`src/verilog/mpa_pkg.sv`:
```
// MPA core shared definitions
// Word and register types, memory sizes, MIPS opcode and function codes,
// back-door target encoding, ALU and writeback selects, decoded control word
package mpa_pkg;

   // Datapath widths
   localparam int WORD_W    = 32;
   localparam int REG_AW    = 5;
   localparam int REG_COUNT = 32;

   // Both memories hold 64 words
   localparam int IMEM_DEPTH = 64;
   localparam int IMEM_AW    = $clog2(IMEM_DEPTH);
   localparam int DMEM_DEPTH = 64;
   localparam int DMEM_AW    = $clog2(DMEM_DEPTH);

   typedef logic [WORD_W-1:0] word_t;
   typedef logic [REG_AW-1:0] reg_addr_t;

   // Opcode field, instr[31:26]
   localparam logic [5:0] OP_SPECIAL = 6'h00;
   localparam logic [5:0] OP_LUI     = 6'h0f;
   localparam logic [5:0] OP_LW      = 6'h23;
   localparam logic [5:0] OP_LBU     = 6'h24;
   localparam logic [5:0] OP_LHU     = 6'h25;

   // Function field for OP_SPECIAL, instr[5:0]
   localparam logic [5:0] FN_ADDU = 6'h21;
   localparam logic [5:0] FN_SUBU = 6'h23;
   localparam logic [5:0] FN_AND  = 6'h24;
   localparam logic [5:0] FN_OR   = 6'h25;
   localparam logic [5:0] FN_XOR  = 6'h26;
   localparam logic [5:0] FN_NOR  = 6'h27;

   // Encoding of the debug_func pins
   typedef enum logic [1:0] {
      TGT_NONE = 2'd0,
      TGT_IMEM = 2'd1,
      TGT_DMEM = 2'd2,
      TGT_REGS = 2'd3
   } debug_target_t;

   typedef enum logic [2:0] {
      ALU_ADD, ALU_SUB, ALU_AND, ALU_OR, ALU_XOR, ALU_NOR
   } alu_op_t;

   // Source of a register write, NONE means no write
   typedef enum logic [2:0] {
      WB_NONE, WB_ALU, WB_UPPER_IMM, WB_LOAD_BYTE, WB_LOAD_HALF, WB_LOAD_WORD
   } wb_sel_t;

   typedef struct packed {
      alu_op_t alu_op;
      wb_sel_t wb_sel;
      logic    dst_is_rd;  // Write rd, else rt
      logic    b_is_imm;   // Operand b from sign-extended immediate
   } ctrl_t;

endpackage

```
`src/verilog/mpa_alu.sv`:
```
// MPA ALU
// Add, subtract and bitwise ops on rs and either rt or the
// sign-extended immediate
module mpa_alu (
   input  mpa_pkg::word_t instr,
   input  mpa_pkg::word_t rs_data,
   input  mpa_pkg::word_t rt_data,
   input  mpa_pkg::ctrl_t ctrl,
   output mpa_pkg::word_t result
);

   mpa_pkg::word_t imm_ext;
   mpa_pkg::word_t b;

   assign imm_ext = {{16{instr[15]}}, instr[15:0]};
   assign b       = ctrl.b_is_imm ? imm_ext : rt_data;

   // Wrapping arithmetic, no overflow trap
   always_comb begin
      case (ctrl.alu_op)
         mpa_pkg::ALU_ADD: result = rs_data + b;
         mpa_pkg::ALU_SUB: result = rs_data - b;
         mpa_pkg::ALU_AND: result = rs_data & b;
         mpa_pkg::ALU_OR:  result = rs_data | b;
         mpa_pkg::ALU_XOR: result = rs_data ^ b;
         mpa_pkg::ALU_NOR: result = ~(rs_data | b);
         default:          result = '0;
      endcase
   end

endmodule

```
`config.mk`:
```
export PLATFORM = sky130hd
export DESIGN_NAME = mpa_alu
export DESIGN_NICKNAME = d
export VERILOG_FILES = /design/src/verilog/mpa_pkg.sv /design/src/verilog/mpa_alu.sv
export SDC_FILE = /design/constraint.sdc
export NUM_CORES = 1
export LEC_CHECK = 0
export BUFFER_PORTS_ARGS = -buffer_cell sky130_fd_sc_hd__buf_2
export CORE_UTILIZATION = 60
export DETAILED_ROUTE_END_ITERATION = 10
export GPL_TIMING_DRIVEN = 0
export PLACE_DENSITY = 0.9
export SYNTH_ARGS = -nofsm -noshare
export SYNTH_HDL_FRONTEND = slang
export SYNTH_SLANG_ARGS = --single-unit
```
`constraint.sdc`:
```
create_clock -name vclk -period 19.8
set_input_delay 3.96 -clock vclk [all_inputs]
set_output_delay 3.96 -clock vclk [all_outputs]
set_load 0.02 [all_outputs]
```
Yosys cells after proc, flatten, opt, wreduce, memory -nomap -nowiden --
Cells that the tools add are included.
Word-level totals: bits in registers 0, bits of input ports 104, logic and storage cells 14
Cells by class: add/subtract/negate cells 2, eq/ne operators 5, muxes and demuxes 2, bitwise gates (word level) 4, reductions and logical operators 1
Operators with widths (count):
- $pmux 32 s6 | 1
- $add 32x32->32 | 1
- $and 32x32->32 | 1
- $mux 32 | 1
- $not 32->32 | 1
- $or 32x32->32 | 1
- $sub 32x32->32 | 1
- $xor 32x32->32 | 1
- $eq 3x2->1 const B | 2
- $eq 3x3->1 const B | 2
- $eq 3x1->1 const B | 1
- $logic_not 3->1 | 1

Longest topological paths before layout --
word-level depth 4, mapped depth 24

Least setup slack after synthesis --
Ideal clock, no wire load.
path type input to output, from input port ctrl[0] (netlist name), to output port result[29], data arrival time 8.717 ns, data required time 15.840 ns, slack 7.123 ns, stages 24, buffers on the path 5, path through buf_4 -> buf_2 -> buf_1 -> clkbuf_1 -> mux2i_1 -> ha_1 -> inv_1 -> a211oi_1 -> and3_1 -> o2111ai_1 -> nor2_1 -> and2_1 -> nor2_1 -> xnor2_1 -> ha_1 -> clkbuf_1 -> a21o_1 -> a21oi_1 -> o21ai_0 -> a31oi_1 -> o21ai_0 -> a21oi_1 -> a31oi_1 -> o21ai_0
Between the ends: word-level cells in the longest chain between the ends 4, elaborated cells between the ends (all ways) 8, classes of those cells 2 x add/sub; 2 x mux; 4 x bitwise
Ends and longest elaborated chain:
- from (decl) | line mpa_alu.sv:8 | input mpa_pkg::ctrl_t ctrl,
- $mux 32 (*) | line mpa_alu.sv:16 | assign b = ctrl.b_is_imm ? imm_ext : rt_data;
- branches (longest 2 deep; another with $sub 32x32->32)
- $pmux 32 s6 (*) | line mpa_alu.sv:20 | case (ctrl.alu_op)
- to (decl) | line mpa_alu.sv:9 | output mpa_pkg::word_t result
Every way passes the cells marked *.

Worst setup path in the final report --
from input port ctrl[0] (netlist name), to output port result[31]
Same word-level chain as after synthesis.

==> results.py <==
metrics = {
    "synthesis": {
        "yosys.area.top_type_share": 0.241,
        "yosysUniqueCellTypes": 56,
        "synthCells": 749,
        "yosys.area.top_type": "ha_1",
        "synth_warnings": 0,
        "ys_seq_area_frac": 0,
        "synth_area_sq_um": 5030,
        "syn_nets": 951,
        "yosys-top-cells-area": "ha_1 (24%), mux2i_1 (11%), xnor2_1 (8.2%), a21oi_1 (8.2%), inv_1 (6.6%)",
        "avgSynthCellArea_sq_um": 6.71,
    },
    "floorplan": {
        "die_area_sq_um": 8750,
        "pin_count": 136,
        "die_y_microns": 93.5,
        "start_util": 0.615,
        "die_w_microns": 93.5,
        "core_sq_um": 8180,
        "num_rows": 33,
    },
    "cts": {
        "post-cts-setup-buffers": 0,
        "cts_hold_buf": 0,
        "post_cts_resized": 0,
    },
    "routing": {
        "drt_iter0_drc": 465,
        "drc": 0,
        "drt_pass1_iterations": 5,
        "drtAntennaViolNets": 0,
        "routedWlPerCell_microns": 16.5,
        "wl_microns": 15900,
        "vias_per_cell": 6.14,
        "vias": 5947,
    },
    "timing": {
        "slew_headroom": 0.392,
        "hold_viol_final": 0,
        "drv_slew": 0,
        "period_minus_slack_ns": 14.78,
        "tightest_slew_ns": 0.912,
        "clock.fmax_mhz": 67.7,
        "rsz0062_at_grt": "false",
        "finalSetupViolCount": 0,
        "fin_setup_tns_ns": 0,
        "finalCritPeriodShare": 0.747,
        "worst_slack_ns": 5.02,
    },
    "power_and_ir_drop": {
        "power_density_nw_per_um2": 36.5,
        "power.leakage_nw": 3.00,
        "ir_drop_mv": 0.0178,
        "p_total_uw": 209,
    },
    "global_routing": {
        "grt_util_all_layers": 0.359,
        "grt_pass1_vias": 5477,
        "grt.overflow.total": 0,
        "grt_antenna_before_repair": 0,
        "grt_pass1_wl_microns": 25300,
        "grt_max_degree": 11,
    },
    "setup_path": {
        "crit_type": "in2out",
        "cp.required_ns": 15.84,
        "end_kind": "output port",
        "worstSetupStartpointType": "input pin",
        "critPathTopFamily": "buffers and inverters",
        "worst-path-buf-inv": 8,
        "worstPathArrival_ns": 10.82,
        "cpPeakStageDelay_ns": 0.72,
        "crit_path_max_fanout": 10,
        "cp-startpoint": "ctrl[0]",
        "cp_slowest_cell": "a211oi_1",
    },
    "layout": {
        "num_antenna_cells": 0,
        "layout-drive-gt1-share": 0.144,
        "nClkBuffers": 0,
        "final-seq-area_sq_um": 0,
        "fillCellCount": 737,
        "syn_to_final_growth_pct": 14.0,
        "flops_and_latches": 0,
        "final_net_count": 1067,
    },
    "place": {
        "port_buffers": 114,
        "dpl_worst_slack_ns": 5.27,
        "dp_hpwl_microns": 13000,
        "gp_congestion": 1.04,
    },
    "hold_path": {
        "min_path_type": "in2out",
        "min_from": "ctrl[7]",
    },
    "run_status": {
        "status": "complete, no violations",
    },
    "flow_run": {
        "maxCapViolCount": 0,
    },
}
Yosys cell counts, types with 8 or more instances:
library cell and instances:
o21ai_0 51, o22ai_1 11, nand3_1 11, clkbuf_1 32, xor2_1 9, mux2i_1 55, o211ai_1 12, nand2_1 42
inv_1 88, nand2b_1 8, a21o_1 11, nor3_1 12, o21a_1 8, xnor2_1 47, ha_1 97, a31oi_1 12
a21oi_1 82, nor2_1 72
logic make-up (layout without fill, tap and decap cells):
logic type / Yosys count / in the layout / synth area share
compound gates: 226 / 226 / 0.274
simple gates: 184 / 184 / 0.173
buf+inv: 128 / 242 / 0.0965
fa+ha+maj: 98 / 98 / 0.245
mux: 57 / 57 / 0.114
xor+xnor: 56 / 56 / 0.0975
per-stage QoR:
step,instances,utilization,hold slack (ns),instance area [sq um]
after detailed placement,968,0.701,8.44,5730
after floorplan,749,-,8.19,5030
after global placement,968,0.701,8.43,5730
after global routing,968,0.701,8.45,5730
after CTS,968,0.701,8.44,5730
final,968,0.701,8.44,5730
tightest hold or removal path, delay by kind of cell:
family                 cells  cell delay (ns)
muxes                      1             0.17
buffers and inverters      2             0.29
AOI/OAI and AO/OA          1             0.06
cell type report:
class,instances,area [sq um],area share
plain buffers,40,155,0.0271
well taps,105,131,0.0229
inverters,88,330,0.0576
multi-input cells,621,4540,0.793
repair buffers,114,571,0.0996
layer usage:
layer  wire (microns)  vias to the layer above  track usage  share of wire
li1                 -                     2865            -              -
met1             6360                     2662        0.446           0.40
met2             7140                      367        0.621           0.45
met3             1760                       53       0.0358           0.11
met4              686                        0        0.160          0.043
met5                0                        -            0              0
worst paths after layout:
check	to	slack, ns	depth (start not counted)
setup / recovery	result[31]	5.02	25
hold / removal	result[1]	8.44	4
report_power, final:
group	internal (mW)	switching (mW)	leakage [nW]	total (mW)
Sequential	0	0	0	0
Combinational	0.0835	0.126	3.00	0.209
Clock	0	0	0	0
Total	0.0835	0.126	3.00	0.209
placed cells by master (no fill, tap or decap), drive strengths merged, types with 2 or more instances in the layout:
cell / Yosys / routed
inv: 88 / 88
xnor2: 47 / 47
nor2b: 5 / 5
buf: 8 / 122
o32ai: 2 / 2
a22oi: 2 / 2
xor2: 9 / 9
o22ai: 11 / 11
ha: 97 / 97
nor2: 72 / 72
o2111ai: 3 / 3
o221ai: 4 / 4
clkbuf: 32 / 32
a21oi: 82 / 82
or4: 3 / 3
nand2b: 8 / 8
o21bai: 4 / 4
nand2: 42 / 42
and3: 6 / 6
o31ai: 7 / 7
o21a: 8 / 8
nand4: 3 / 3
o211ai: 12 / 12
or3b: 5 / 5
or3: 6 / 6
or4b: 2 / 2
mux2: 2 / 2
nor3: 12 / 12
nand3: 11 / 11
and2: 6 / 6
o21ai: 52 / 52
a31oi: 12 / 12
a21o: 11 / 11
a211o: 3 / 3
mux2i: 55 / 55
a211oi: 3 / 3
(Power assumes the default switching activity.)
