$ cat config.mk
export PLATFORM = sky130hd
export DESIGN_NAME = mpa_debug_port_flat
export DESIGN_NICKNAME = d
export VERILOG_FILES = /design/src/verilog/mpa_pkg.sv /design/src/verilog/mpa_debug_if.sv /design/src/verilog/mpa_debug_port.sv /design/src/flat_wrapper.sv
export SDC_FILE = /design/constraint.sdc
export NUM_CORES = 1
export LEC_CHECK = 0
export BUFFER_PORTS_ARGS = -buffer_cell sky130_fd_sc_hd__buf_4
export CORE_AREA = 2 2 103 105
export CTS_CLUSTER_SIZE = 10
export DETAILED_ROUTE_END_ITERATION = 6
export DIE_AREA = 0 0 105 107
export PLACE_DENSITY = 0.67
export RECOVER_POWER = 50
export SYNTH_ARGS = -nofsm -noshare
export SYNTH_HDL_FRONTEND = slang
export SYNTH_SLANG_ARGS = --single-unit
$ cat constraint.sdc
create_clock -name mem_debug_clk_gate -period 1 [get_ports mem_debug_clk_gate]
set_input_delay 0.05 -clock mem_debug_clk_gate [delete_from_list [all_inputs] [get_ports mem_debug_clk_gate]]
set_output_delay 0.05 -clock mem_debug_clk_gate [all_outputs]
set_load 0.01 [all_outputs]
$ cat src/verilog/mpa_pkg.sv
// MPA core shared definitions
// Word and register types, memory sizes, MIPS opcode and function codes,
// back-door target encoding, ALU and writeback selects, decoded control word
package mpa_pkg;

   // Datapath widths
   localparam int WORD_W    = 32;
   localparam int REG_AW    = 5;
   localparam int REG_COUNT = 32;

   // Both memories hold 64 words
   localparam int IMEM_DEPTH = 64;
   localparam int IMEM_AW    = $clog2(IMEM_DEPTH);
   localparam int DMEM_DEPTH = 64;
   localparam int DMEM_AW    = $clog2(DMEM_DEPTH);

   typedef logic [WORD_W-1:0] word_t;
   typedef logic [REG_AW-1:0] reg_addr_t;

   // Opcode field, instr[31:26]
   localparam logic [5:0] OP_SPECIAL = 6'h00;
   localparam logic [5:0] OP_LUI     = 6'h0f;
   localparam logic [5:0] OP_LW      = 6'h23;
   localparam logic [5:0] OP_LBU     = 6'h24;
   localparam logic [5:0] OP_LHU     = 6'h25;

   // Function field for OP_SPECIAL, instr[5:0]
   localparam logic [5:0] FN_ADDU = 6'h21;
   localparam logic [5:0] FN_SUBU = 6'h23;
   localparam logic [5:0] FN_AND  = 6'h24;
   localparam logic [5:0] FN_OR   = 6'h25;
   localparam logic [5:0] FN_XOR  = 6'h26;
   localparam logic [5:0] FN_NOR  = 6'h27;

   // Encoding of the debug_func pins
   typedef enum logic [1:0] {
      TGT_NONE = 2'd0,
      TGT_IMEM = 2'd1,
      TGT_DMEM = 2'd2,
      TGT_REGS = 2'd3
   } debug_target_t;

   typedef enum logic [2:0] {
      ALU_ADD, ALU_SUB, ALU_AND, ALU_OR, ALU_XOR, ALU_NOR
   } alu_op_t;

   // Source of a register write, NONE means no write
   typedef enum logic [2:0] {
      WB_NONE, WB_ALU, WB_UPPER_IMM, WB_LOAD_BYTE, WB_LOAD_HALF, WB_LOAD_WORD
   } wb_sel_t;

   typedef struct packed {
      alu_op_t alu_op;
      wb_sel_t wb_sel;
      logic    dst_is_rd;  // Write rd, else rt
      logic    b_is_imm;   // Operand b from sign-extended immediate
   } ctrl_t;

endpackage

$ cat src/verilog/mpa_debug_if.sv
// MPA back-door bus
// One-word accesses from the debug port into instruction memory,
// data memory and the register file while the core is halted
interface mpa_debug_if;

   // Copy of mem_debug, core halted while high
   logic          halt;
   mpa_pkg::word_t addr;
   mpa_pkg::word_t wdata;
   logic          we;

   // Per-target selects, at most one high
   logic          im_sel;
   logic          dm_sel;
   logic          mr_sel;

   // Read data, combinational from addr
   mpa_pkg::word_t im_rdata;
   mpa_pkg::word_t dm_rdata;
   mpa_pkg::word_t mr_rdata;

   modport ctrl (output halt, addr, wdata, we, im_sel, dm_sel, mr_sel,
                 input  im_rdata, dm_rdata, mr_rdata);

   modport imem (input halt, addr, wdata, we, im_sel, output im_rdata);

   modport dmem (input halt, addr, wdata, we, dm_sel, output dm_rdata);

   modport regs (input halt, addr, wdata, we, mr_sel, output mr_rdata);

endinterface

$ cat src/verilog/mpa_debug_port.sv
// MPA back-door port
// Turns debug_func into one target select while halted, forwards address,
// write data and write enable, and captures read data onto dout
module mpa_debug_port (
   input  logic           HW_RSTn,
   input  logic           mem_debug_clk_gate,
   input  logic           mem_debug,
   input  logic [1:0]     debug_func,
   input  logic           debug_we,
   input  logic           debug_re,
   input  mpa_pkg::word_t addr,
   input  mpa_pkg::word_t din,
   output mpa_pkg::word_t dout,
   mpa_debug_if.ctrl      dbg
);

   mpa_pkg::debug_target_t tgt;
   mpa_pkg::word_t         rd_word;

   assign tgt = mpa_pkg::debug_target_t'(debug_func);

   // Bus fields pass through unqualified
   assign dbg.halt  = mem_debug;
   assign dbg.addr  = addr;
   assign dbg.wdata = din;
   assign dbg.we    = debug_we;

   // Selects only during halt
   assign dbg.im_sel = mem_debug && (tgt == mpa_pkg::TGT_IMEM);
   assign dbg.dm_sel = mem_debug && (tgt == mpa_pkg::TGT_DMEM);
   assign dbg.mr_sel = mem_debug && (tgt == mpa_pkg::TGT_REGS);

   // Read mux, TGT_NONE reads zero
   always_comb begin
      case (tgt)
         mpa_pkg::TGT_IMEM: rd_word = dbg.im_rdata;
         mpa_pkg::TGT_DMEM: rd_word = dbg.dm_rdata;
         mpa_pkg::TGT_REGS: rd_word = dbg.mr_rdata;
         default:           rd_word = '0;
      endcase
   end

   // dout holds until the next halted read
   always_ff @(posedge mem_debug_clk_gate or negedge HW_RSTn) begin
      if (!HW_RSTn) begin
         dout <= '0;
      end else if (mem_debug && debug_re) begin
         dout <= rd_word;
      end
   end

   // Back-door strobes are dropped while the core runs
   a_access_halted: assert property (@(posedge mem_debug_clk_gate) disable iff (!HW_RSTn)
      (debug_we || debug_re) |-> mem_debug);

endmodule

$ cat src/flat_wrapper.sv
// flat-port wrapper written by rule: the top's interface ports become plain ports
module mpa_debug_port_flat 
  (HW_RSTn, mem_debug_clk_gate, mem_debug, debug_func, debug_we, debug_re, addr, din, dout, dbg_halt, dbg_addr, dbg_wdata, dbg_we, dbg_im_sel, dbg_dm_sel, dbg_mr_sel, dbg_im_rdata, dbg_dm_rdata, dbg_mr_rdata);
  mpa_debug_if dbg_i ();
  input  logic HW_RSTn;
  input  logic mem_debug_clk_gate;
  input  logic mem_debug;
  input  logic [1:0] debug_func;
  input  logic debug_we;
  input  logic debug_re;
  input  mpa_pkg::word_t addr;
  input  mpa_pkg::word_t din;
  output mpa_pkg::word_t dout;
  output wire logic [$bits(dbg_i.halt)-1:0] dbg_halt;
  output wire logic [$bits(dbg_i.addr)-1:0] dbg_addr;
  output wire logic [$bits(dbg_i.wdata)-1:0] dbg_wdata;
  output wire logic [$bits(dbg_i.we)-1:0] dbg_we;
  output wire logic [$bits(dbg_i.im_sel)-1:0] dbg_im_sel;
  output wire logic [$bits(dbg_i.dm_sel)-1:0] dbg_dm_sel;
  output wire logic [$bits(dbg_i.mr_sel)-1:0] dbg_mr_sel;
  input wire logic [$bits(dbg_i.im_rdata)-1:0] dbg_im_rdata;
  input wire logic [$bits(dbg_i.dm_rdata)-1:0] dbg_dm_rdata;
  input wire logic [$bits(dbg_i.mr_rdata)-1:0] dbg_mr_rdata;
  assign dbg_halt = dbg_i.halt;
  assign dbg_addr = dbg_i.addr;
  assign dbg_wdata = dbg_i.wdata;
  assign dbg_we = dbg_i.we;
  assign dbg_im_sel = dbg_i.im_sel;
  assign dbg_dm_sel = dbg_i.dm_sel;
  assign dbg_mr_sel = dbg_i.mr_sel;
  assign dbg_i.im_rdata = dbg_im_rdata;
  assign dbg_i.dm_rdata = dbg_dm_rdata;
  assign dbg_i.mr_rdata = dbg_mr_rdata;
  mpa_debug_port u_core (.HW_RSTn(HW_RSTn), .mem_debug_clk_gate(mem_debug_clk_gate), .mem_debug(mem_debug), .debug_func(debug_func), .debug_we(debug_we), .debug_re(debug_re), .addr(addr), .din(din), .dout(dout), .dbg(dbg_i));
endmodule
# Word-level counts from Yosys, hierarchy flattened

Index checks and enable logic that the tools add are counted.

Equality and inequality tests: 3
Muxes and demuxes: 1
Reductions and logical operators: 4

Operators with widths:

| operator                                                              | count |
|---|---|
| 32-bit one-hot mux with 3 select lines                                | 1 |
| 2-bit equality test, second input constant                            | 2 |
| 1-bit logical AND                                                     | 4 |
| 2-bit by 1-bit equality test with 1-bit output, second input constant | 1 |

Register bits: 32
Bits of input ports: 167
Output and inout bits: 101
Logic and storage cells: 9

# Logic depth before layout (Yosys ltp)

Word-level depth: 2
Gate-level depth with buffers: 6
Gate-level depth less buffers: 3

# Worst setup path after synthesis

No wires, ideal clock.

Path type: in2reg
Start: input port debug_func[1]
End: register u_core.dout[10]
Setup time: 128 ps
Data arrival time: 818 ps
Required time: 872 ps
Path slack: 54 ps
Cell stages on the path: 5
Buffers on the path: 2
Cell sequence: buf_6 > buf_6 > mux2_4 > a22oi_2 > a21oi_2

Cells in the longest elaborated chain, start to end: 2
Elaborated cells on any way between the ends: 4
Those cells by class: eq/ne (3); mux (1)

Ends and longest elaborated chain:

| item                                                                                  | line                 | text |
|---|---|---|
| start, declared                                                                       | flat_wrapper.sv:8    | `input logic [1:0] debug_func;` |
| 2-bit equality test or 2-bit by 1-bit equality test with 1-bit output (tied branches) | mpa_debug_port.sv:35 | `case (tgt)` |
| 32-bit one-hot mux with 3 select lines *                                              | mpa_debug_port.sv:35 |  |
| end signal, assigned                                                                  | mpa_debug_port.sv:48 | `dout <= rd_word;` |
| end, declared                                                                         | mpa_debug_port.sv:13 | `output mpa_pkg::word_t dout,` |

Every way passes the cells marked *; elsewhere a longest branch is shown, timed or not.
A chain may end at the register's enable or synchronous reset.

# Worst setup path after layout

Start: input port debug_func[1]
End: output port dbg_dm_sel

Cells in the longest elaborated chain, start to end: 2

Ends and longest elaborated chain:

| item                | line                 | text |
|---|---|---|
| 2-bit equality test | mpa_debug_port.sv:30 | `assign dbg.dm_sel = mem_debug && (tgt == mpa_pkg::TGT_DMEM);` |
| 1-bit logical AND   | mpa_debug_port.sv:30 |  |
| end, declared       | flat_wrapper.sv:19   | `output wire logic [$bits(dbg_i.dm_sel)-1:0] dbg_dm_sel;` |

Every way passes these cells.

==> out/results.tsv <==
stage	metric	value	unit
clocking	numCtsBuffers	5	
synthesis	ys_ff_latch	32	
placement	io_buffers	137	
grt	grt_max_degree	37	
power_and_ir_drop	p_switching	1.255	mW
synthesis	ys_warn_count	0	
setup_path	crit_chain	buf_4 > nor2b_4 > buf_12 > and2_1 > buf_4	
routing	ant_nets	0	
grt	grt_pass1_wl	10770	µm
clocking	cts_buffer_depth	2	
power_and_ir_drop	power.leakage	1.616	nW
power_and_ir_drop	clock_power_share	28.4	%
routing	drt-initial-drc-count	64	
finish	drive_above_1_share	76.01	%
clocking	cts-hold-fix-buffers	1	
setup_path	critical_path.max_stage_delay	220	ps
power_and_ir_drop	comb_power_share	35.1	%
placement	place_area	3423	µm²
timing	worst_pin_slew	483.8	ps
setup_path	crit_slowest_cell	nor2b_4	
clocking	cts_sinks	32	
synthesis	yosys.area.top_type_share	29.09	%
placement	gp_congestion	0.7120	
setup_path	cp-start-kind	input port	
finish	largest_reg_flops	32	
clocking	clock_latency	280	ps
synthesis	synth_area_leaders	dfrtp_1, buf_4, mux2_4, a22oi_2, a21oi_2	
timing	fin_skew	0	ps
synthesis	synth_top_area_cell	dfrtp_1	
timing	hold_violations	0	
setup_path	required	950	ps
timing	setup_violations	0	
timing	clock.fmax	1086	MHz
timing	relSlewSlack	67.75	%
die	start_util	27.27	%
routing	drc	0	
grt	grt_pass1_vias	2116	
setup_path	crit_fanout	16	
finish	top_register	u_core.dout	
power_and_ir_drop	power_density	1235	nW/µm²
power_and_ir_drop	p_int	3.115	mW
routing	routed_wl	6833	µm
clocking	htreeDepth	2	
setup_path	path_common_cell	buf_4	
finish	biggestRegsByFlops	u_core.dout: 32 flops	
placement	dp_cells	448	
grt	antenna_found_initial	0	
die	rows	37	
synthesis	seq_area_frac_synth	29.09	%
setup_path	crit_arrival	870	ps
synthesis	syn_area	2753	µm²
synthesis	avgSynthCellArea	10.97	µm²
power_and_ir_drop	sequentialPowerShare	36.4	%
placement	dp_hpwl	5334	µm
die	pin_count	268	
setup_path	critical_path_class	input port to output pin	
routing	viasPerCell	4.409	
clocking	cts_root_buf	clkbuf_8	
synthesis	synthTopCellsByCount	buf_4, nor2_1, dfrtp_1, a21oi_2, a22oi_2	
timing	fin_crit_sh	92.09	%
worst_hold_path	hold_path_class	input port to register	
routing	vias	2015	
synthesis	syn_nets	418	
synthesis	ys_types	16	
finish	nets	487	
clocking	cts_tree	yes	
synthesis	synth_edf_count	0	
die	core-area	10090	µm²
finish	synthToLayoutAreaGrowth	28.50	%
finish	fin_cells	457	
die	dieWidth	105	µm
grt	track_usage	12.28	%
run_status	status	completed	
finish	diodes	0	
routing	wire_per_inst	14.95	µm
die	dieArea	11240	µm²
timing	fin_crit	920.9	ps
grt	grt_overflow	0	
timing	rsz0062_at_grt	no	
synthesis	async_flop_share	100.0	%
synthesis	synthCells	251	
setup_path	end_kind	output pin	
clocking	clk_pin_slew	70	ps
finish	final_area	3537	µm²
finish	fillers	1055	
setup_path	r2r_slack	310	ps
flow_run	max_cap_viol_count	0	
clocking	cts_setup_buffers	0	
power_and_ir_drop	ir_drop	0.4351	mV
die	fp.dieH	107	µm
synthesis	synth_ff_type	dfrtp_1	
synthesis	synth_most_common_cell	buf_4	
power_and_ir_drop	power.share.switching	28.73	%
clocking	post_cts_resized	0	
timing	timing.final.max_slew_violations	0	
routing	first_pass_iters	4	
area by class of cell:
cell class	instances	area [µm²]	area share [%]
Clock inverter	2	35.03	0.9904
Timing Repair Buffer	147	1177	33.29
Multi-Input combinational cell	134	1281	36.22
Tap cell	136	170.2	4.811
Clock buffer	6	72.57	2.052
Sequential cell	32	800.8	22.64
cells by family after synthesis:
family	share of synthesized area [%]
buffers and inverters	24.41
AO/OA/AOI/OAI	23.77
AND/OR/NAND/NOR	5.818
multiplexers	16.91
flip-flops	29.09
worst max-delay path, delay by kind of cell:
family	cells	cell delay (ps)
buffers and inverters	3	450
AND/OR/NAND/NOR	2	370
per-stage QoR:
stage	TNS (ps)	setup WS (ps)	util (%)	power (mW)	hold slack (ps)
2_1_floorplan	0	53.54	-	2.676	-245.6
5_1_grt	0	28.41	35.05	4.666	61.24
3_3_place_gp	-931.2	-71.03	33.92	3.155	34.20
3_5_place_dp	-1691	-98.63	33.92	3.185	34.27
6_report	0	79.08	35.05	4.370	66.49
4_1_cts	0	62.34	35.09	4.468	57.83
layout by cell type, fill, tap and decap left out, drive strengths merged:
cell type and instances:
clkinv 1, a21oi 32, nor2b 1, mux2 32
a22oi 32, nor2 33, dlygate4sd3 1, and2 2
nand2 1, clkbuf 8, dfrtp 32, and3 1
buf 144, bufinv 1
power by group through the flow:
stage                     clock network [mW]  registers [mW]  logic (mW)
final                                   1.24            1.59        1.54
after global routing                    1.38            1.62        1.67
after CTS                               1.30            1.60        1.57
after detailed placement                   0            1.62        1.56
after global placement                     0            1.62        1.54
after floorplan                            0            1.69       0.983
metal layers:
metal	GRT usage [%]	part of all wire, %
met1	13.33	37
met2	21.47	52
met3	2.979	6.6
met4	7.714	4.1
met5	0	0
path summary, 6_finish.rpt:
check,startpoint,endpoint,cells after the start
worst min register to register,u_core.dout[2]$_DFFE_PN0P_,u_core.dout[2]$_DFFE_PN0P_,2
worst min-delay path,dbg_dm_rdata[17],u_core.dout[17]$_DFFE_PN0P_,3
max in group asynchronous,HW_RSTn,u_core.dout[8]$_DFFE_PN0P_,2
worst max-delay path,debug_func[1],dbg_dm_sel,5
min in group asynchronous,HW_RSTn,u_core.dout[24]$_DFFE_PN0P_,2
worst max register to register,u_core.dout[26]$_DFFE_PN0P_,u_core.dout[26]$_DFFE_PN0P_,2
Power figures use the tool's default switching activity.
