===== src/verilog/mpa_pkg.sv =====
// MPA core shared definitions
// Word and register types, memory sizes, MIPS opcode and function codes,
// back-door target encoding, ALU and writeback selects, decoded control word
package mpa_pkg;

   // Datapath widths
   localparam int WORD_W    = 32;
   localparam int REG_AW    = 5;
   localparam int REG_COUNT = 32;

   // Both memories hold 64 words
   localparam int IMEM_DEPTH = 64;
   localparam int IMEM_AW    = $clog2(IMEM_DEPTH);
   localparam int DMEM_DEPTH = 64;
   localparam int DMEM_AW    = $clog2(DMEM_DEPTH);

   typedef logic [WORD_W-1:0] word_t;
   typedef logic [REG_AW-1:0] reg_addr_t;

   // Opcode field, instr[31:26]
   localparam logic [5:0] OP_SPECIAL = 6'h00;
   localparam logic [5:0] OP_LUI     = 6'h0f;
   localparam logic [5:0] OP_LW      = 6'h23;
   localparam logic [5:0] OP_LBU     = 6'h24;
   localparam logic [5:0] OP_LHU     = 6'h25;

   // Function field for OP_SPECIAL, instr[5:0]
   localparam logic [5:0] FN_ADDU = 6'h21;
   localparam logic [5:0] FN_SUBU = 6'h23;
   localparam logic [5:0] FN_AND  = 6'h24;
   localparam logic [5:0] FN_OR   = 6'h25;
   localparam logic [5:0] FN_XOR  = 6'h26;
   localparam logic [5:0] FN_NOR  = 6'h27;

   // Encoding of the debug_func pins
   typedef enum logic [1:0] {
      TGT_NONE = 2'd0,
      TGT_IMEM = 2'd1,
      TGT_DMEM = 2'd2,
      TGT_REGS = 2'd3
   } debug_target_t;

   typedef enum logic [2:0] {
      ALU_ADD, ALU_SUB, ALU_AND, ALU_OR, ALU_XOR, ALU_NOR
   } alu_op_t;

   // Source of a register write, NONE means no write
   typedef enum logic [2:0] {
      WB_NONE, WB_ALU, WB_UPPER_IMM, WB_LOAD_BYTE, WB_LOAD_HALF, WB_LOAD_WORD
   } wb_sel_t;

   typedef struct packed {
      alu_op_t alu_op;
      wb_sel_t wb_sel;
      logic    dst_is_rd;  // Write rd, else rt
      logic    b_is_imm;   // Operand b from sign-extended immediate
   } ctrl_t;

endpackage


===== src/verilog/mpa_debug_if.sv =====
// MPA back-door bus
// One-word accesses from the debug port into instruction memory,
// data memory and the register file while the core is halted
interface mpa_debug_if;

   // Copy of mem_debug, core halted while high
   logic          halt;
   mpa_pkg::word_t addr;
   mpa_pkg::word_t wdata;
   logic          we;

   // Per-target selects, at most one high
   logic          im_sel;
   logic          dm_sel;
   logic          mr_sel;

   // Read data, combinational from addr
   mpa_pkg::word_t im_rdata;
   mpa_pkg::word_t dm_rdata;
   mpa_pkg::word_t mr_rdata;

   modport ctrl (output halt, addr, wdata, we, im_sel, dm_sel, mr_sel,
                 input  im_rdata, dm_rdata, mr_rdata);

   modport imem (input halt, addr, wdata, we, im_sel, output im_rdata);

   modport dmem (input halt, addr, wdata, we, dm_sel, output dm_rdata);

   modport regs (input halt, addr, wdata, we, mr_sel, output mr_rdata);

endinterface


===== src/verilog/mpa_fetch.sv =====
// MPA instruction fetch
// Program counter plus 64-word instruction memory. PC steps once per
// clock while running, back door loads and reads words during halt
module mpa_fetch (
   input  logic           HW_RSTn,
   input  logic           mem_debug_clk_gate,
   mpa_debug_if.imem      dbg,
   output mpa_pkg::word_t instr
);

   mpa_pkg::word_t                  imem [mpa_pkg::IMEM_DEPTH];
   logic [mpa_pkg::IMEM_AW-1:0]     pc;

   // Back-door write, word index from addr low bits
   always_ff @(posedge mem_debug_clk_gate) begin
      if (dbg.im_sel && dbg.we) begin
         imem[dbg.addr[mpa_pkg::IMEM_AW-1:0]] <= dbg.wdata;
      end
   end

   assign dbg.im_rdata = imem[dbg.addr[mpa_pkg::IMEM_AW-1:0]];

   // PC wraps naturally at IMEM_DEPTH
   always_ff @(posedge mem_debug_clk_gate or negedge HW_RSTn) begin
      if (!HW_RSTn) begin
         pc <= '0;
      end else if (!dbg.halt) begin
         pc <= pc + 1'b1;
      end
   end

   assign instr = imem[pc];

   // Running core fetches only loaded program words
   a_instr_known: assert property (@(posedge mem_debug_clk_gate) disable iff (!HW_RSTn)
      !dbg.halt |-> !$isunknown(instr));

endmodule


===== src/flat_wrapper.sv =====
// flat-port wrapper written by rule: the top's interface ports become plain ports
module mpa_fetch_flat 
  (HW_RSTn, mem_debug_clk_gate, instr, dbg_halt, dbg_addr, dbg_wdata, dbg_we, dbg_im_sel, dbg_im_rdata);
  mpa_debug_if dbg_i ();
  input  logic HW_RSTn;
  input  logic mem_debug_clk_gate;
  output mpa_pkg::word_t instr;
  input wire logic [$bits(dbg_i.halt)-1:0] dbg_halt;
  input wire logic [$bits(dbg_i.addr)-1:0] dbg_addr;
  input wire logic [$bits(dbg_i.wdata)-1:0] dbg_wdata;
  input wire logic [$bits(dbg_i.we)-1:0] dbg_we;
  input wire logic [$bits(dbg_i.im_sel)-1:0] dbg_im_sel;
  output wire logic [$bits(dbg_i.im_rdata)-1:0] dbg_im_rdata;
  assign dbg_i.halt = dbg_halt;
  assign dbg_i.addr = dbg_addr;
  assign dbg_i.wdata = dbg_wdata;
  assign dbg_i.we = dbg_we;
  assign dbg_i.im_sel = dbg_im_sel;
  assign dbg_im_rdata = dbg_i.im_rdata;
  mpa_fetch u_core (.HW_RSTn(HW_RSTn), .mem_debug_clk_gate(mem_debug_clk_gate), .dbg(dbg_i), .instr(instr));
endmodule

===== config.mk =====
export PLATFORM = sky130hd
export DESIGN_NAME = mpa_fetch_flat
export DESIGN_NICKNAME = d
export VERILOG_FILES = /design/src/verilog/mpa_pkg.sv /design/src/verilog/mpa_debug_if.sv /design/src/verilog/mpa_fetch.sv /design/src/flat_wrapper.sv
export SDC_FILE = /design/constraint.sdc
export NUM_CORES = 2
export LEC_CHECK = 0
export ABC_AREA = 1
export BUFFER_PORTS_ARGS = -buffer_cell sky130_fd_sc_hd__buf_4
export CAP_MARGIN = 5
export CORE_MARGIN = 1
export CORE_UTILIZATION = 35
export CTS_BUF_LIST = sky130_fd_sc_hd__clkbuf_4
export CTS_CLUSTER_DIAMETER = 120
export DETAILED_ROUTE_END_ITERATION = 10
export PLACE_DENSITY = 0.56
export SETUP_SLACK_MARGIN = 0.05
export SLEW_MARGIN = 0
export SYNTH_ARGS = -nofsm -noshare
export SYNTH_HDL_FRONTEND = slang
export SYNTH_SLANG_ARGS = --single-unit

===== constraint.sdc =====
create_clock -name mem_debug_clk_gate -period 2.4 [get_ports mem_debug_clk_gate]
set_input_delay 0.6 -clock mem_debug_clk_gate [delete_from_list [all_inputs] [get_ports mem_debug_clk_gate]]
set_output_delay 0.6 -clock mem_debug_clk_gate [all_outputs]
set_load 0.01 [all_outputs]

Word-level counts from Yosys, hierarchy flattened
Memory sizes are Yosys's and may differ from the RTL's.
Index checks and enable logic that the tools add are counted.
Word-level totals
  memories kept: 1
  bits in writable memories: 2048
  input port bits: 69
  word-level logic and storage cells: 6
  bits in registers: 6
Memory list
  u_core.imem: words 64, bits a word 32, read ports 2, clocked after Yosys merged registers in 0, write ports 1, RTL line mpa_fetch.sv:11  | mpa_pkg::word_t imem [mpa_pkg::IMEM_DEPTH];
Operators by class
  add/sub/neg operators: 1
  mux-type cells: 2
  reduce and logical (&&, ||, !) cells: 1
Operators with widths (number)
  6-bit by 1-bit adder with 6-bit output (second input constant): 1
  1-bit 2-to-1 mux: 2
  1-bit logical AND: 1

Longest topological paths before layout
  word-level depth: 3
  depth in mapped cells: 14
  gate-level depth less buffers: 11

Least setup slack after synthesis
No wires, ideal clock.
  path kind: input to register
  start: input dbg_addr[1]
  end: memory u_core.imem[26][0] in the netlist's numbering, enable pin
  path slack: -0.943 ns
  setup time: 0.421 ns
  cell stages on the path: 5
  path buffers: 3
  data arrival time: 2.922 ns
  data required time: 1.979 ns
  path through: buf_4 buf_2 buf_1 nand4_1 nor2_1
RTL lines
  from (decl): RTL line flat_wrapper.sv:9  | input wire logic [$bits(dbg_i.addr)-1:0] dbg_addr;
  to (decl): RTL line mpa_fetch.sv:11
No word-level cell before the write port.

Worst setup path after layout
  start: register u_core.pc[0] in the netlist's numbering
  end: output instr[26]
Between the ends
  cells in the longest elaborated chain, start to end: 1
RTL lines
  from (decl): RTL line mpa_fetch.sv:12  | logic [mpa_pkg::IMEM_AW-1:0] pc;
  from (signal assigned): RTL line mpa_fetch.sv:28  | pc <= pc + 1'b1;
  memory 64 x 32 bit
  to (decl): RTL line flat_wrapper.sv:7  | output mpa_pkg::word_t instr;
No other way between the ends.

==> results list <==
- Outcome: finished with violations
- Failing checks: setup timing
- The later pin in the worst-skew pair is clocked with a latency of 1.37 ns.
- Fraction of registers with async set or reset after synthesis: 0.00292
* Leading cell types in the layout, fill and taps excluded: 6699 x sky130_fd_sc_hd__nand2_1, 2048 x sky130_fd_sc_hd__edfxtp_1, 1691 x sky130_fd_sc_hd__nand3_1
- Total CTS buffers: 559
- Worst-case clock buffer depth: 4
* Max Used Layer: met5
* Layout Area Growth over Synthesis: 26.9%
- The initialized floorplan defines 200 standard-cell rows.
* Worst Path Buf+Inv: 6
- Synthesis produced a netlist with a net count of 12600.
- In the finished design, the share of the clock period the worst path needs comes to 1.76.
- Crit path capture type: output port
- The final layout contains routed wiring with a total length of 462000 um.
* Flop and latch count out of synthesis: 2054
* Post-synth EDFFs: 2048
- Number of antenna violations at the first check in global routing: 26
- Overall fraction of global-route tracks in use: 0.296
* Yosys warnings: 0
- The worst setup path is of the flip-flop to output port kind.
- The initial utilization of the core area, before any placement, comes to 0.352.
- Hold timing on the final database bottoms out at a slack of 0.206 ns.
- For this run, the detailed router's first-pass iteration total came to 9.
- Unrepaired setup endpoints after global routing: yes
- Worst-path clk slew: 0.07 ns
- Dividing the detail-routed wire length by the instance count gives 26.0 um.
- TritonCTS built the clock tree.
- Once detail routing completed, the nets flagged for antenna violations numbered 0.
- PnR Total Power: 134 mW
* Leading cell type in the layout, fill and taps excluded: sky130_fd_sc_hd__nand2_1
* Ports: 133
* Post-Syn Area per Cell: 8.37 um2
- Horizontal extent of the die: 549 um
- Final hold violation count: 0
- Root buf cell: sky130_fd_sc_hd__clkbuf_4
- Setup violations remaining at the end of the flow were counted as 64.
* DP Worst Slack: -0.890 ns
- Achievable clock frequency: 0.237 GHz
* Worst IR drop on VDD: 0.680 mV
- The net count of the finished layout is 13500.
* Power density over the cells: 1010 mW/mm2
* Total gr overflow: 0
- Type of element launching the critical path: flip-flop
- The first global-routing pass estimated 647000 um of wire.
* Number of violations reported at the end of detailed-routing iteration 0: 14300
- Entering global routing, the biggest net connects 65 pins.
* PortBufs: 106
* Sequence of cells on the critical path: buf_12, clkinv_16, buf_12, buf_16, nand2_1, nand3_1, nand3_1, nand3_2, nand3_2, nand2_2, nand2_2, nand2_4, buf_6, buf_4
* Weighted congestion reported at the end of routability-driven placement: 0.917
* Register Area: 0.0617 mm2
* Data arrival, critical path: 3.61 ns
* Via count of the first global-routing pass: 90400
* Routed length on met1: 177000 um
- Cell variety after synth: 26
- Routed via count: 98000
- Actual transition at the worst max-transition pin: 0.819 ns
- Sequential cell area fraction in the yosys report: 0.589
* Clock sink count: 2054
* Placement-stage cell area: 0.120 mm2
* Cells after Synth: 12500
- Data required time of the critical path: 1.80 ns
- In the final timing run, aggregate negative setup slack is -86.09 ns.
* Vertical extent of the die: 549 um
- Critical-path maximum fanout: 8
- For this run, the slowest stage of the critical path takes 0.50 ns.
* Pins over their slew limit: 0
* Worst clock skew on the final layout: 0.0393 ns
* Mapped Area: 0.105 mm2
- In this run the static leakage power is 55.7 nW.
- Post-route cell area: 0.133 mm2
- Grouping stages by cell kind, the critical path spends the most delay in buffers and inverters.
- Filler instances: 28300
- H-tree Lvls: 6
- Via count normalized by instance count: 5.51
- Relative slew slack: 0.454
- Final critical-path required period: 4.21 ns
* Post-route DRC violation count: 0
* HPWL after detailed placement: 286000 um
* Primary flip-flop cell chosen by synthesis mapping: sky130_fd_sc_hd__edfxtp_1
- PnR worst setup slack: -1.81 ns
- In the final layout, the multi-input gates occupy 0.0420 mm2.
- Ratio of cells with drive above 1 in the final layout: 0.197
- Area of the die: 0.301 mm2
- Area of the placeable core: 0.297 mm2
* Slowest cell on crit path: sky130_fd_sc_hd__dfrtp_4
- Hold Path Class: primary input to flip-flop
- Detailed route wirelength on metal3: 50500 um
* Met2 wire len: 208000 um
- Across the run, the number of max-cap violations was 0.
## cell usage after synthesis (3+ instances only)
cell type                  count  share of area
sky130_fd_sc_hd__buf_1        74         0.0027
sky130_fd_sc_hd__inv_1        29         0.0010
sky130_fd_sc_hd__nand2_1    7006           0.25
sky130_fd_sc_hd__buf_2       495          0.024
sky130_fd_sc_hd__xor2_1        4        0.00033
sky130_fd_sc_hd__nand3_1    1883          0.090
sky130_fd_sc_hd__inv_2         5        0.00018
sky130_fd_sc_hd__clkbuf_1    275         0.0099
sky130_fd_sc_hd__a21oi_1     296          0.014
sky130_fd_sc_hd__buf_4        12        0.00086
sky130_fd_sc_hd__o21ai_0     106         0.0051
sky130_fd_sc_hd__clkinv_1      3        0.00011
sky130_fd_sc_hd__o21ai_1      37         0.0018
sky130_fd_sc_hd__nand4_1      32         0.0019
sky130_fd_sc_hd__nor2_1      177         0.0063
sky130_fd_sc_hd__edfxtp_1   2048           0.59
sky130_fd_sc_hd__dfrtp_1       6         0.0014
sky130_fd_sc_hd__nor3_2        7        0.00067
## path summary, 6_finish.rpt
check                                         start                        to  slack, ns  cells past startpoint
max                        u_core.pc[0]$_DFFE_PN0N_                 instr[26]      -1.81                     14
min                                        dbg_halt  u_core.pc[1]$_DFFE_PN0N_       0.21                      4
max reg2reg                u_core.pc[0]$_DFFE_PN0N_  u_core.pc[5]$_DFFE_PN0N_       0.33                      7
min reg2reg                u_core.pc[2]$_DFFE_PN0N_  u_core.pc[2]$_DFFE_PN0N_       0.88                      3
max in group asynchronous                   HW_RSTn  u_core.pc[1]$_DFFE_PN0N_       1.76                      3
min in group asynchronous                   HW_RSTn  u_core.pc[0]$_DFFE_PN0N_       0.26                      3
## worst register-to-register path: stages (launching register included)
cell and delay [ns]:
sky130_fd_sc_hd__dfrtp_4 0.50, sky130_fd_sc_hd__buf_12 0.21, sky130_fd_sc_hd__clkinv_16 0.17, sky130_fd_sc_hd__buf_12 0.21, sky130_fd_sc_hd__buf_12 0.16, sky130_fd_sc_hd__nor4_2 0.37
sky130_fd_sc_hd__nand3_1 0.14, sky130_fd_sc_hd__xor2_1 0.16
## kinds of logic (layout without fill, tap and decap cells)
| family | Yosys count | in the layout | share of synthesized area |
|---|---|---|---|
| simple gates | 9111 | 9111 | 0.351 |
| flops | 2054 | 2054 | 0.589 |
| buf+inv | 896 | 2231 | 0.0386 |
| compound gates | 439 | 439 | 0.0210 |
| xor+xnor | 5 | 5 | 0.000418 |
| fa+ha+maj | 1 | 1 | 0.000120 |
| other cells | 0 | 9 | 0 |
## power by group
| part | internal, mW | switching (mW) |
|---|---|---|
| clock | 17.3 | 15.6 |
| combinational | 23.2 | 38.2 |
| sequential | 39.7 | 0.267 |
| total | 80.1 | 54.1 |
## layer usage
layer	vias up	track usage
met5	-	0
met4	6	0.163
met1	46600	0.383
met2	6381	0.465
li1	43800	-
met3	1298	0.0605
## cell type report
class | instances | share of cell area
repair buffers | 1246 | 0.127
clock inverters | 158 | 0.00909
well taps | 3939 | 0.0371
inverters | 39 | 0.00178
multi-input cells | 9556 | 0.316
repair inverters | 4 | 0.000763
flip-flops and latches | 2054 | 0.464
clock buffers | 784 | 0.0443
diodes | 9 | 0.000170
## sequential cells by signal (all words and copies together), names as in the netlist
name         cells
u_core.pc        6
u_core.imem   2048
## stage by stage
step            util  cells
6_report       0.447  17800
5_1_grt        0.447  17800
4_1_cts        0.441  17700
3_5_place_dp   0.405  16700
3_3_place_gp   0.405  16700
2_1_floorplan      -  12500
## timing repair
item,in CTS,in global routing
hold buffers,36,0
hold endpoints to repair,2060,0
buffers inserted,35,22
cloned,31,18
resized for setup,607,324
pin swaps,324,249
setup endpoints to repair,64,64
Note: power is estimated with default switching activity, not from simulation.
