`config.mk`:
```
export PLATFORM = sky130hd
export DESIGN_NAME = mpa_decoder
export DESIGN_NICKNAME = d
export VERILOG_FILES = /design/src/verilog/mpa_pkg.sv /design/src/verilog/mpa_decoder.sv
export SDC_FILE = /design/constraint.sdc
export NUM_CORES = 1
export LEC_CHECK = 0
export ABC_AREA = 1
export BUFFER_PORTS_ARGS = -buffer_cell sky130_fd_sc_hd__buf_2
export CORE_AREA = 2 2 39 41
export DETAILED_ROUTE_END_ITERATION = 8
export DIE_AREA = 0 0 41 43
export PLACE_DENSITY_LB_ADDON = 0.1
export SYNTH_ARGS = -nofsm -noshare
export SYNTH_HDL_FRONTEND = slang
export SYNTH_SLANG_ARGS = --single-unit
```
`constraint.sdc`:
```
create_clock -name vclk -period 0.8
set_input_delay 0.04 -clock vclk [all_inputs]
set_output_delay 0.04 -clock vclk [all_outputs]
set_load 0.05 [all_outputs]
```
`src/verilog/mpa_pkg.sv`:
```
// MPA core shared definitions
// Word and register types, memory sizes, MIPS opcode and function codes,
// back-door target encoding, ALU and writeback selects, decoded control word
package mpa_pkg;

   // Datapath widths
   localparam int WORD_W    = 32;
   localparam int REG_AW    = 5;
   localparam int REG_COUNT = 32;

   // Both memories hold 64 words
   localparam int IMEM_DEPTH = 64;
   localparam int IMEM_AW    = $clog2(IMEM_DEPTH);
   localparam int DMEM_DEPTH = 64;
   localparam int DMEM_AW    = $clog2(DMEM_DEPTH);

   typedef logic [WORD_W-1:0] word_t;
   typedef logic [REG_AW-1:0] reg_addr_t;

   // Opcode field, instr[31:26]
   localparam logic [5:0] OP_SPECIAL = 6'h00;
   localparam logic [5:0] OP_LUI     = 6'h0f;
   localparam logic [5:0] OP_LW      = 6'h23;
   localparam logic [5:0] OP_LBU     = 6'h24;
   localparam logic [5:0] OP_LHU     = 6'h25;

   // Function field for OP_SPECIAL, instr[5:0]
   localparam logic [5:0] FN_ADDU = 6'h21;
   localparam logic [5:0] FN_SUBU = 6'h23;
   localparam logic [5:0] FN_AND  = 6'h24;
   localparam logic [5:0] FN_OR   = 6'h25;
   localparam logic [5:0] FN_XOR  = 6'h26;
   localparam logic [5:0] FN_NOR  = 6'h27;

   // Encoding of the debug_func pins
   typedef enum logic [1:0] {
      TGT_NONE = 2'd0,
      TGT_IMEM = 2'd1,
      TGT_DMEM = 2'd2,
      TGT_REGS = 2'd3
   } debug_target_t;

   typedef enum logic [2:0] {
      ALU_ADD, ALU_SUB, ALU_AND, ALU_OR, ALU_XOR, ALU_NOR
   } alu_op_t;

   // Source of a register write, NONE means no write
   typedef enum logic [2:0] {
      WB_NONE, WB_ALU, WB_UPPER_IMM, WB_LOAD_BYTE, WB_LOAD_HALF, WB_LOAD_WORD
   } wb_sel_t;

   typedef struct packed {
      alu_op_t alu_op;
      wb_sel_t wb_sel;
      logic    dst_is_rd;  // Write rd, else rt
      logic    b_is_imm;   // Operand b from sign-extended immediate
   } ctrl_t;

endpackage

```
`src/verilog/mpa_decoder.sv`:
```
// MPA instruction decoder
// Combinational control for the kept MIPS subset: R-type ADDU, SUBU,
// AND, OR, XOR, NOR plus LUI, LBU, LHU, LW. Unknown encodings write nothing
module mpa_decoder (
   input  mpa_pkg::word_t instr,
   output mpa_pkg::ctrl_t ctrl
);

   logic [5:0] opcode;
   logic [5:0] funct;

   assign opcode = instr[31:26];
   assign funct  = instr[5:0];

   always_comb begin
      // Default is a no-op
      ctrl.alu_op    = mpa_pkg::ALU_ADD;
      ctrl.wb_sel    = mpa_pkg::WB_NONE;
      ctrl.dst_is_rd = 1'b0;
      ctrl.b_is_imm  = 1'b0;

      case (opcode)
         mpa_pkg::OP_SPECIAL: begin
            // R-type writes rd from the ALU
            ctrl.dst_is_rd = 1'b1;
            ctrl.wb_sel    = mpa_pkg::WB_ALU;
            case (funct)
               mpa_pkg::FN_ADDU: ctrl.alu_op = mpa_pkg::ALU_ADD;
               mpa_pkg::FN_SUBU: ctrl.alu_op = mpa_pkg::ALU_SUB;
               mpa_pkg::FN_AND:  ctrl.alu_op = mpa_pkg::ALU_AND;
               mpa_pkg::FN_OR:   ctrl.alu_op = mpa_pkg::ALU_OR;
               mpa_pkg::FN_XOR:  ctrl.alu_op = mpa_pkg::ALU_XOR;
               mpa_pkg::FN_NOR:  ctrl.alu_op = mpa_pkg::ALU_NOR;
               // All-zero word lands here
               default:          ctrl.wb_sel = mpa_pkg::WB_NONE;
            endcase
         end
         mpa_pkg::OP_LUI: begin
            ctrl.wb_sel = mpa_pkg::WB_UPPER_IMM;
         end
         // Loads compute rs + imm in the ALU
         mpa_pkg::OP_LBU: begin
            ctrl.b_is_imm = 1'b1;
            ctrl.wb_sel   = mpa_pkg::WB_LOAD_BYTE;
         end
         mpa_pkg::OP_LHU: begin
            ctrl.b_is_imm = 1'b1;
            ctrl.wb_sel   = mpa_pkg::WB_LOAD_HALF;
         end
         mpa_pkg::OP_LW: begin
            ctrl.b_is_imm = 1'b1;
            ctrl.wb_sel   = mpa_pkg::WB_LOAD_WORD;
         end
         default: begin
            ctrl.wb_sel = mpa_pkg::WB_NONE;
         end
      endcase
   end

endmodule

```
=== After elaboration in Yosys (flattened, before gate mapping) ===
Index checks and enable logic that the tools add are counted.

* Register bits: 0
* Output and inout bits: 8
* Logic and storage cells: 19

* Equal/unequal tests: 10
* Mux-type cells: 6
* Reduce and logical (&&, ||, !) cells: 3

{| class="wikitable"
|+ Operator list
! operator !! count
|-
| $eq 6x6->1 const B || 9
|-
| $pmux 3 s5 || 2
|-
| $eq 6x4->1 const B || 1
|-
| $logic_not 6->1 || 1
|-
| $reduce_or 6->1 || 1
|-
| $mux 1 || 3
|-
| $mux 3 || 1
|-
| $reduce_or 3->1 || 1
|}

=== Logic depth before layout (Yosys ltp) ===
Gate-level depths: netlist of the first run.

* Depth after elaboration: 4
* Gate-level depth with buffers: 6
* Mapped depth without buffers: 6

=== Worst setup path after synthesis of the first run ===
OpenSTA, ideal clock, no wires.

* Kind: input port to output port
* Start point: in instr[31]
* End point: out ctrl[3] in the netlist's numbering
* Arrival: 1,354 ps
* Required time: 760 ps
* Slack: -594 ps
* Stages: 3
* Buffers on the path: 0
* Cell sequence: nor2_1 > nand3_1 > o21ai_0

{| class="wikitable"
|+ RTL lines
! item !! line !! RTL
|-
| from (decl) || mpa_decoder.sv:5 || <nowiki>input mpa_pkg::word_t instr,</nowiki>
|-
| to (decl) || mpa_decoder.sv:6 || <nowiki>output mpa_pkg::ctrl_t ctrl</nowiki>
|}

==> Implementation_results.wiki, run 1 <==
{| class="wikitable"
! Metric !! Value
|-
| Result of the run || finished, violations left
|-
| Violations in the final reports || setup timing
|-
| Post-route ant nets || 0
|-
| Routed wirelength normalized by instance count || 7.89 µm
|-
| Number of clock buffer instances in the layout || 0
|-
| Hold_sp || instr[28]
|-
| Area growth syn-to-layout || 190%
|-
| Final Instance Count excl. Fillers || 84
|-
| Crit-path max cell delay || 160 ps
|-
| Number of global-route vias before repair || 276
|-
| Cell breakdown of the critical path || buf_8, nor2_4, nand2_2, nor2_4, nand2_4, nor2_4, buf_6
|-
| Share of the yosys chip area belonging to registers || 0%
|-
| Worst setup path endpoint || ctrl[7]
|-
| Gp weighted congestion || 0.587
|-
| Initial antenna violation count || 0
|-
| Number of hold buffers added after cts || 0
|-
| Global-route wire length before repair || 1.01 mm
|-
| Post-synth net total || 73
|-
| Nature of the critical path startpoint || input port
|-
| Transition time of the tightest slew-check pin || 155 ps
|-
| Final Hold Fails || 0
|-
| Remaining routing DRC violations || 0
|-
| Setup violation total in the final timing report || 5
|-
| Share of post-route cells with drive strength above 1 || 69.1%
|-
| Port buffer count || 20
|-
| Count of standard-cell rows || 14
|-
| Total track usage || 7.49%
|-
| Area of the mapped netlist || 195 µm²
|-
| Kind of path behind the tightest hold check || input port to primary output
|-
| Final Max Tran Viols || 0
|-
| Starting density of the core || 14.1%
|-
| Final period demand of the worst path || 853 ps
|-
| Metal3 WL || 52 µm
|-
| Final nets || 102
|-
| Full die area || 1760 µm²
|-
| Sequential standard cell area || 0 µm²
|-
| Number of top-level design ports || 40
|-
| Post-detail-place hpwl || 556 µm
|-
| Via total after detailed routing || 339
|-
| Leakage Power || 0.000271 µW
|-
| Mapped Avg Cell Area || 4.76 µm²
|-
| Count of unique library cells instantiated by Yosys || 11
|-
| Cell Count Post-Placement || 83
|-
| Synth Warn # || 0
|-
| Cell repeated most along the worst path || sky130_fd_sc_hd__nor2_4
|-
| Area of the core || 1380 µm²
|-
| Number of antenna cells inserted || 0
|-
| Largest net degree at the start of global routing || 5
|-
| 1st-iter DRT viols || 8
|-
| Aggregate negative setup slack || -150 ps
|-
| Number of flip-flops and latches || 0
|-
| Slowest stage cell on the critical path || sky130_fd_sc_hd__buf_6
|-
| Startpoint-to-endpoint class of the critical path || input port to primary output
|-
| Final Hold Slack || 465 ps
|-
| CP required || 760 ps
|-
| Element type at the critical path end || primary output
|-
| Arrival time reported for the critical path endpoint || 810 ps
|-
| Max Used Layer || met3
|-
| Power per cell area || 353 nW/µm²
|-
| Cells after synthesis || 41
|-
| Maximum capacitance violations || 0
|-
| Final-layout fill cell count || 154
|-
| Slack of the critical path || -53.2 ps
|-
| Met2 wire length || 355 µm
|-
| Crit Path Max Fanout || 4
|-
| Maximum vdd ir drop || 0.180 mV
|-
| WL final || 663 µm
|-
| Total area of multi-input combinational cells || 251 µm²
|-
| Setup crit start || instr[27]
|-
| Average vias per placed instance || 4.04
|-
| Slew margin rel. || 89.6%
|-
| RSZ-0062 raised after global routing || yes
|-
| Max Clock Freq || 1170 MHz
|-
| Grt ovf || 0
|-
| Iteration count of the initial detailed-routing pass || 2
|-
| X dimension of the die || 41 µm
|-
| Utilization of the core after routing || 41.0%
|-
| Crit share post-route || 107%
|-
| Met1 Wirelength || 255 µm
|-
| Height of the chip || 43 µm
|}
metal layers:
metal	global-route usage [%]	vias to the layer above
met5	0	-
met4	0	0
met3	0	0
met2	13.8	11
met1	9.81	146
li1	-	182
kinds of logic after synthesis:
kind of cell           synth area share (%)
AO/OA/AOI/OAI                          2.56
buffers and inverters                  15.4
AND/OR/NAND/NOR                        82.1
cell usage in the layout (no fill, tap or decap), drive strengths merged:
master,instances
nand3b,3
and2,1
inv,8
buf,27
o21ai,1
nand2,11
nor2,12
nand3,5
worst min path at each step:
| stage | end | depth (start not counted) |
|---|---|---|
| after global routing | ctrl[3] | 4 |
| after floorplan | ctrl[5] | 2 |
| final | ctrl[3] | 4 |
| after CTS | ctrl[3] | 4 |
| after detailed placement | ctrl[1] | 5 |
| after global placement | ctrl[1] | 5 |
what timing repair did:
action                     CTS  global route
setup buffers                1             0
resized for setup           26            16
pin swaps                   13             5
setup endpoints to repair    8             8
Yosys cell counts:
cell type | instances | area share [%]
sky130_fd_sc_hd__nand2_2 | 1 | 3.2
sky130_fd_sc_hd__o21ai_0 | 1 | 2.6
sky130_fd_sc_hd__nand3b_1 | 3 | 12
sky130_fd_sc_hd__nor2_1 | 7 | 13
sky130_fd_sc_hd__nand2_1 | 10 | 19
sky130_fd_sc_hd__nor2_4 | 1 | 5.8
sky130_fd_sc_hd__and2_1 | 1 | 3.2
sky130_fd_sc_hd__nor2_2 | 4 | 13
sky130_fd_sc_hd__nand3_1 | 5 | 13
sky130_fd_sc_hd__inv_1 | 7 | 13
sky130_fd_sc_hd__inv_2 | 1 | 1.9
layout make-up:
| type | count | area share [%] |
|---|---|---|
| Tap cell | 16 | 3.53 |
| Multi-Input combinational cell | 33 | 44.4 |
| Timing Repair Buffer | 27 | 46.4 |
| Inverter | 8 | 5.74 |
stage by stage:
stage | power (µW) | area (µm²) | worst slack [ps]
finish | 200 | 567 | -53.2
global route | 216 | 567 | -109
CTS | 180 | 513 | -65.8
detailed placement | 149 | 423 | -199
global placement | 150 | 423 | -194
floorplan | 70.7 | 258 | -212
where the power goes:
group,switching (µW),internal [µW],leakage (µW)
clock,0,0,0
combinational,94.6,105,0.000271
sequential,0,0,0
total,94.6,105,0.000271
worst max-delay path, delay by kind of cell:
kind | cells | cell delay [ps]
buffers and inverters | 2 | 260
and+or+nand+nor | 5 | 520
No activity file was read; power rests on OpenSTA's default activity.
==> inputs of run 2 (changes only) <==
clock period = 0.92 ns   (was 0.8 ns; I/O delays follow)
==> run 2 against run 1 <==
First-iteration DRC count is 88% lower. Count of clock-buffer cells in the layout unchanged. Sequential share of layout area unchanged. The run now ends clean. Final cell count down 3.6%. Via count shrank 4.7%. Critical path depth is the same. Largest power group unchanged. Utilization decreased by 5.7 points. Highest routed layer unchanged. Global-route usage fell by 0.70 points. Setup slack improved by 87 ps. Critical path type unchanged. Power is 28% lower. Routed wire length decreased by 5.9%.
==> Implementation_results.wiki, run 2 (synthesized netlist as in run 1, its figures left out) <==
{| class="wikitable"
! Metric !! Value
|-
| Aggregate negative setup slack || 0 ps
|-
| 1st-iter DRT viols || 1
|-
| Cell repeated most along the worst path || sky130_fd_sc_hd__nor2_4
|-
| Sequential standard cell area || 0 µm²
|-
| Final-layout fill cell count || 149
|-
| Starting density of the core || 14.1%
|-
| Final Hold Slack || 453 ps
|-
| Number of hold buffers added after cts || 0
|-
| Number of clock buffer instances in the layout || 0
|-
| Kind of path behind the tightest hold check || input port to primary output
|-
| Largest net degree at the start of global routing || 5
|-
| Initial antenna violation count || 0
|-
| Global-route wire length before repair || 903 µm
|-
| Average vias per placed instance || 3.99
|-
| Crit-path max cell delay || 180 ps
|-
| Logic depth of the worst path, buffers included || 7
|-
| Final Max Tran Viols || 0
|-
| Area growth syn-to-layout || 150%
|-
| Area of the core || 1380 µm²
|-
| Kind of cell adding the most delay to the critical path || simple AND/OR/NAND/NOR gates
|-
| Result of the run || completed
|-
| Leakage Power || 0.000243 µW
|-
| Height of the chip || 43 µm
|-
| Gp weighted congestion || 0.637
|-
| Number of flip-flops and latches || 0
|-
| X dimension of the die || 41 µm
|-
| Share of post-route cells with drive strength above 1 || 63.1%
|-
| Number of antenna cells inserted || 0
|-
| Count of standard-cell rows || 14
|-
| Maximum capacitance violations || 0
|-
| Crit share post-route || 96.3%
|-
| Iteration count of the initial detailed-routing pass || 2
|-
| Final nets || 99
|-
| Slack of the critical path || 34.1 ps
|-
| Final period demand of the worst path || 886 ps
|-
| Arrival time reported for the critical path endpoint || 840 ps
|-
| Max Clock Freq || 1130 MHz
|-
| WL final || 624 µm
|-
| Total area of multi-input combinational cells || 240 µm²
|-
| Cells on Worst Hold Path || 3
|-
| Number of top-level design ports || 40
|-
| Post-route ant nets || 0
|-
| Commonest cells after routing, fill and taps aside || sky130_fd_sc_hd__buf_2 (11), sky130_fd_sc_hd__nor2_4 (9), sky130_fd_sc_hd__inv_1 (7)
|-
| Setup violation total in the final timing report || 0
|-
| Post-detail-place hpwl || 512 µm
|-
| Maximum vdd ir drop || 0.118 mV
|-
| Via total after detailed routing || 323
|-
| CP required || 870 ps
|-
| Worst setup slack before clock tree synthesis || -103 ps
|-
| Most frequent standard cell in the layout excluding fill and tap cells || sky130_fd_sc_hd__buf_2
|-
| Slowest stage cell on the critical path || sky130_fd_sc_hd__nor2_4
|-
| Number of global-route vias before repair || 240
|-
| Element type at the critical path end || primary output
|-
| Power per cell area || 295 nW/µm²
|-
| Nature of the critical path startpoint || input port
|-
| RSZ-0062 raised after global routing || yes
|-
| Slew margin rel. || 83.6%
|-
| Transition time of the tightest slew-check pin || 248 ps
|-
| Number of buffers and inverters on the critical path || 2
|-
| Startpoint-to-endpoint class of the critical path || input port to primary output
|-
| Grt ovf || 0
|-
| Remaining routing DRC violations || 0
|-
| Total track usage || 6.79%
|-
| Crit Path Max Fanout || 4
|-
| Port buffer count || 20
|-
| Routed wirelength normalized by instance count || 7.70 µm
|-
| Cell breakdown of the critical path || buf_8, nor2_4, nand2_2, nor2_4, nand2_4, nor2_4, buf_8
|-
| Final Hold Fails || 0
|-
| Full die area || 1760 µm²
|}
[run 2: cell types whose count changed in the layout (fill, tap and decap cells not counted), sizes merged]
cell  before  now
buf       27   24
[run 2: path summary, 6_finish.rpt]
kind,startpoint,endpoint
setup / recovery,instr[28],ctrl[6]
hold / removal,instr[26],ctrl[4]
[run 2: worst min-delay path, stage by stage]
cell	delay, ps
sky130_fd_sc_hd__buf_6	80
sky130_fd_sc_hd__and2_4	130
sky130_fd_sc_hd__buf_6	150
[run 2: through the flow]
stage | power, µW | cells | cell area, µm² | utilization, %
6_report | 144 | 81 | 488 | 35.3
5_1_grt | 157 | 81 | 488 | 35.3
4_1_cts | 126 | 81 | 435 | 31.5
3_5_place_dp | 121 | 81 | 403 | 29.1
3_3_place_gp | 123 | 81 | 403 | 29.1
2_1_floorplan | 60.8 | 41 | 253 | -
[run 2: where the power goes]
part	switching, µW	internal (µW)	total (µW)
Sequential	0	0	0
Combinational	76.1	68.0	144
Clock	0	0	0
[run 2: final cells by class]
class,instances,area share (%)
Multi-Input combinational cell,33,49.2
Timing Repair Buffer,24,40.5
Inverter,8,6.15
Tap cell,16,4.10
[run 2: timing repair]
action	4_1_cts	5_1_grt
resized for setup	10	15
buffers inserted	0	0
setup endpoints to repair	5	6
pin swaps	1	8
[run 2: metal layers]
layer / vias to the layer above / track usage [%] / wire length, µm / share of wire, %
li1: 173 / - / - / -
met1: 142 / 10.1 / 237 / 38
met2: 8 / 11.3 / 351 / 56
met3: 0 / 0 / 35 / 5.6
met4: 0 / 0 / 0 / 0
met5: - / 0 / 0 / 0
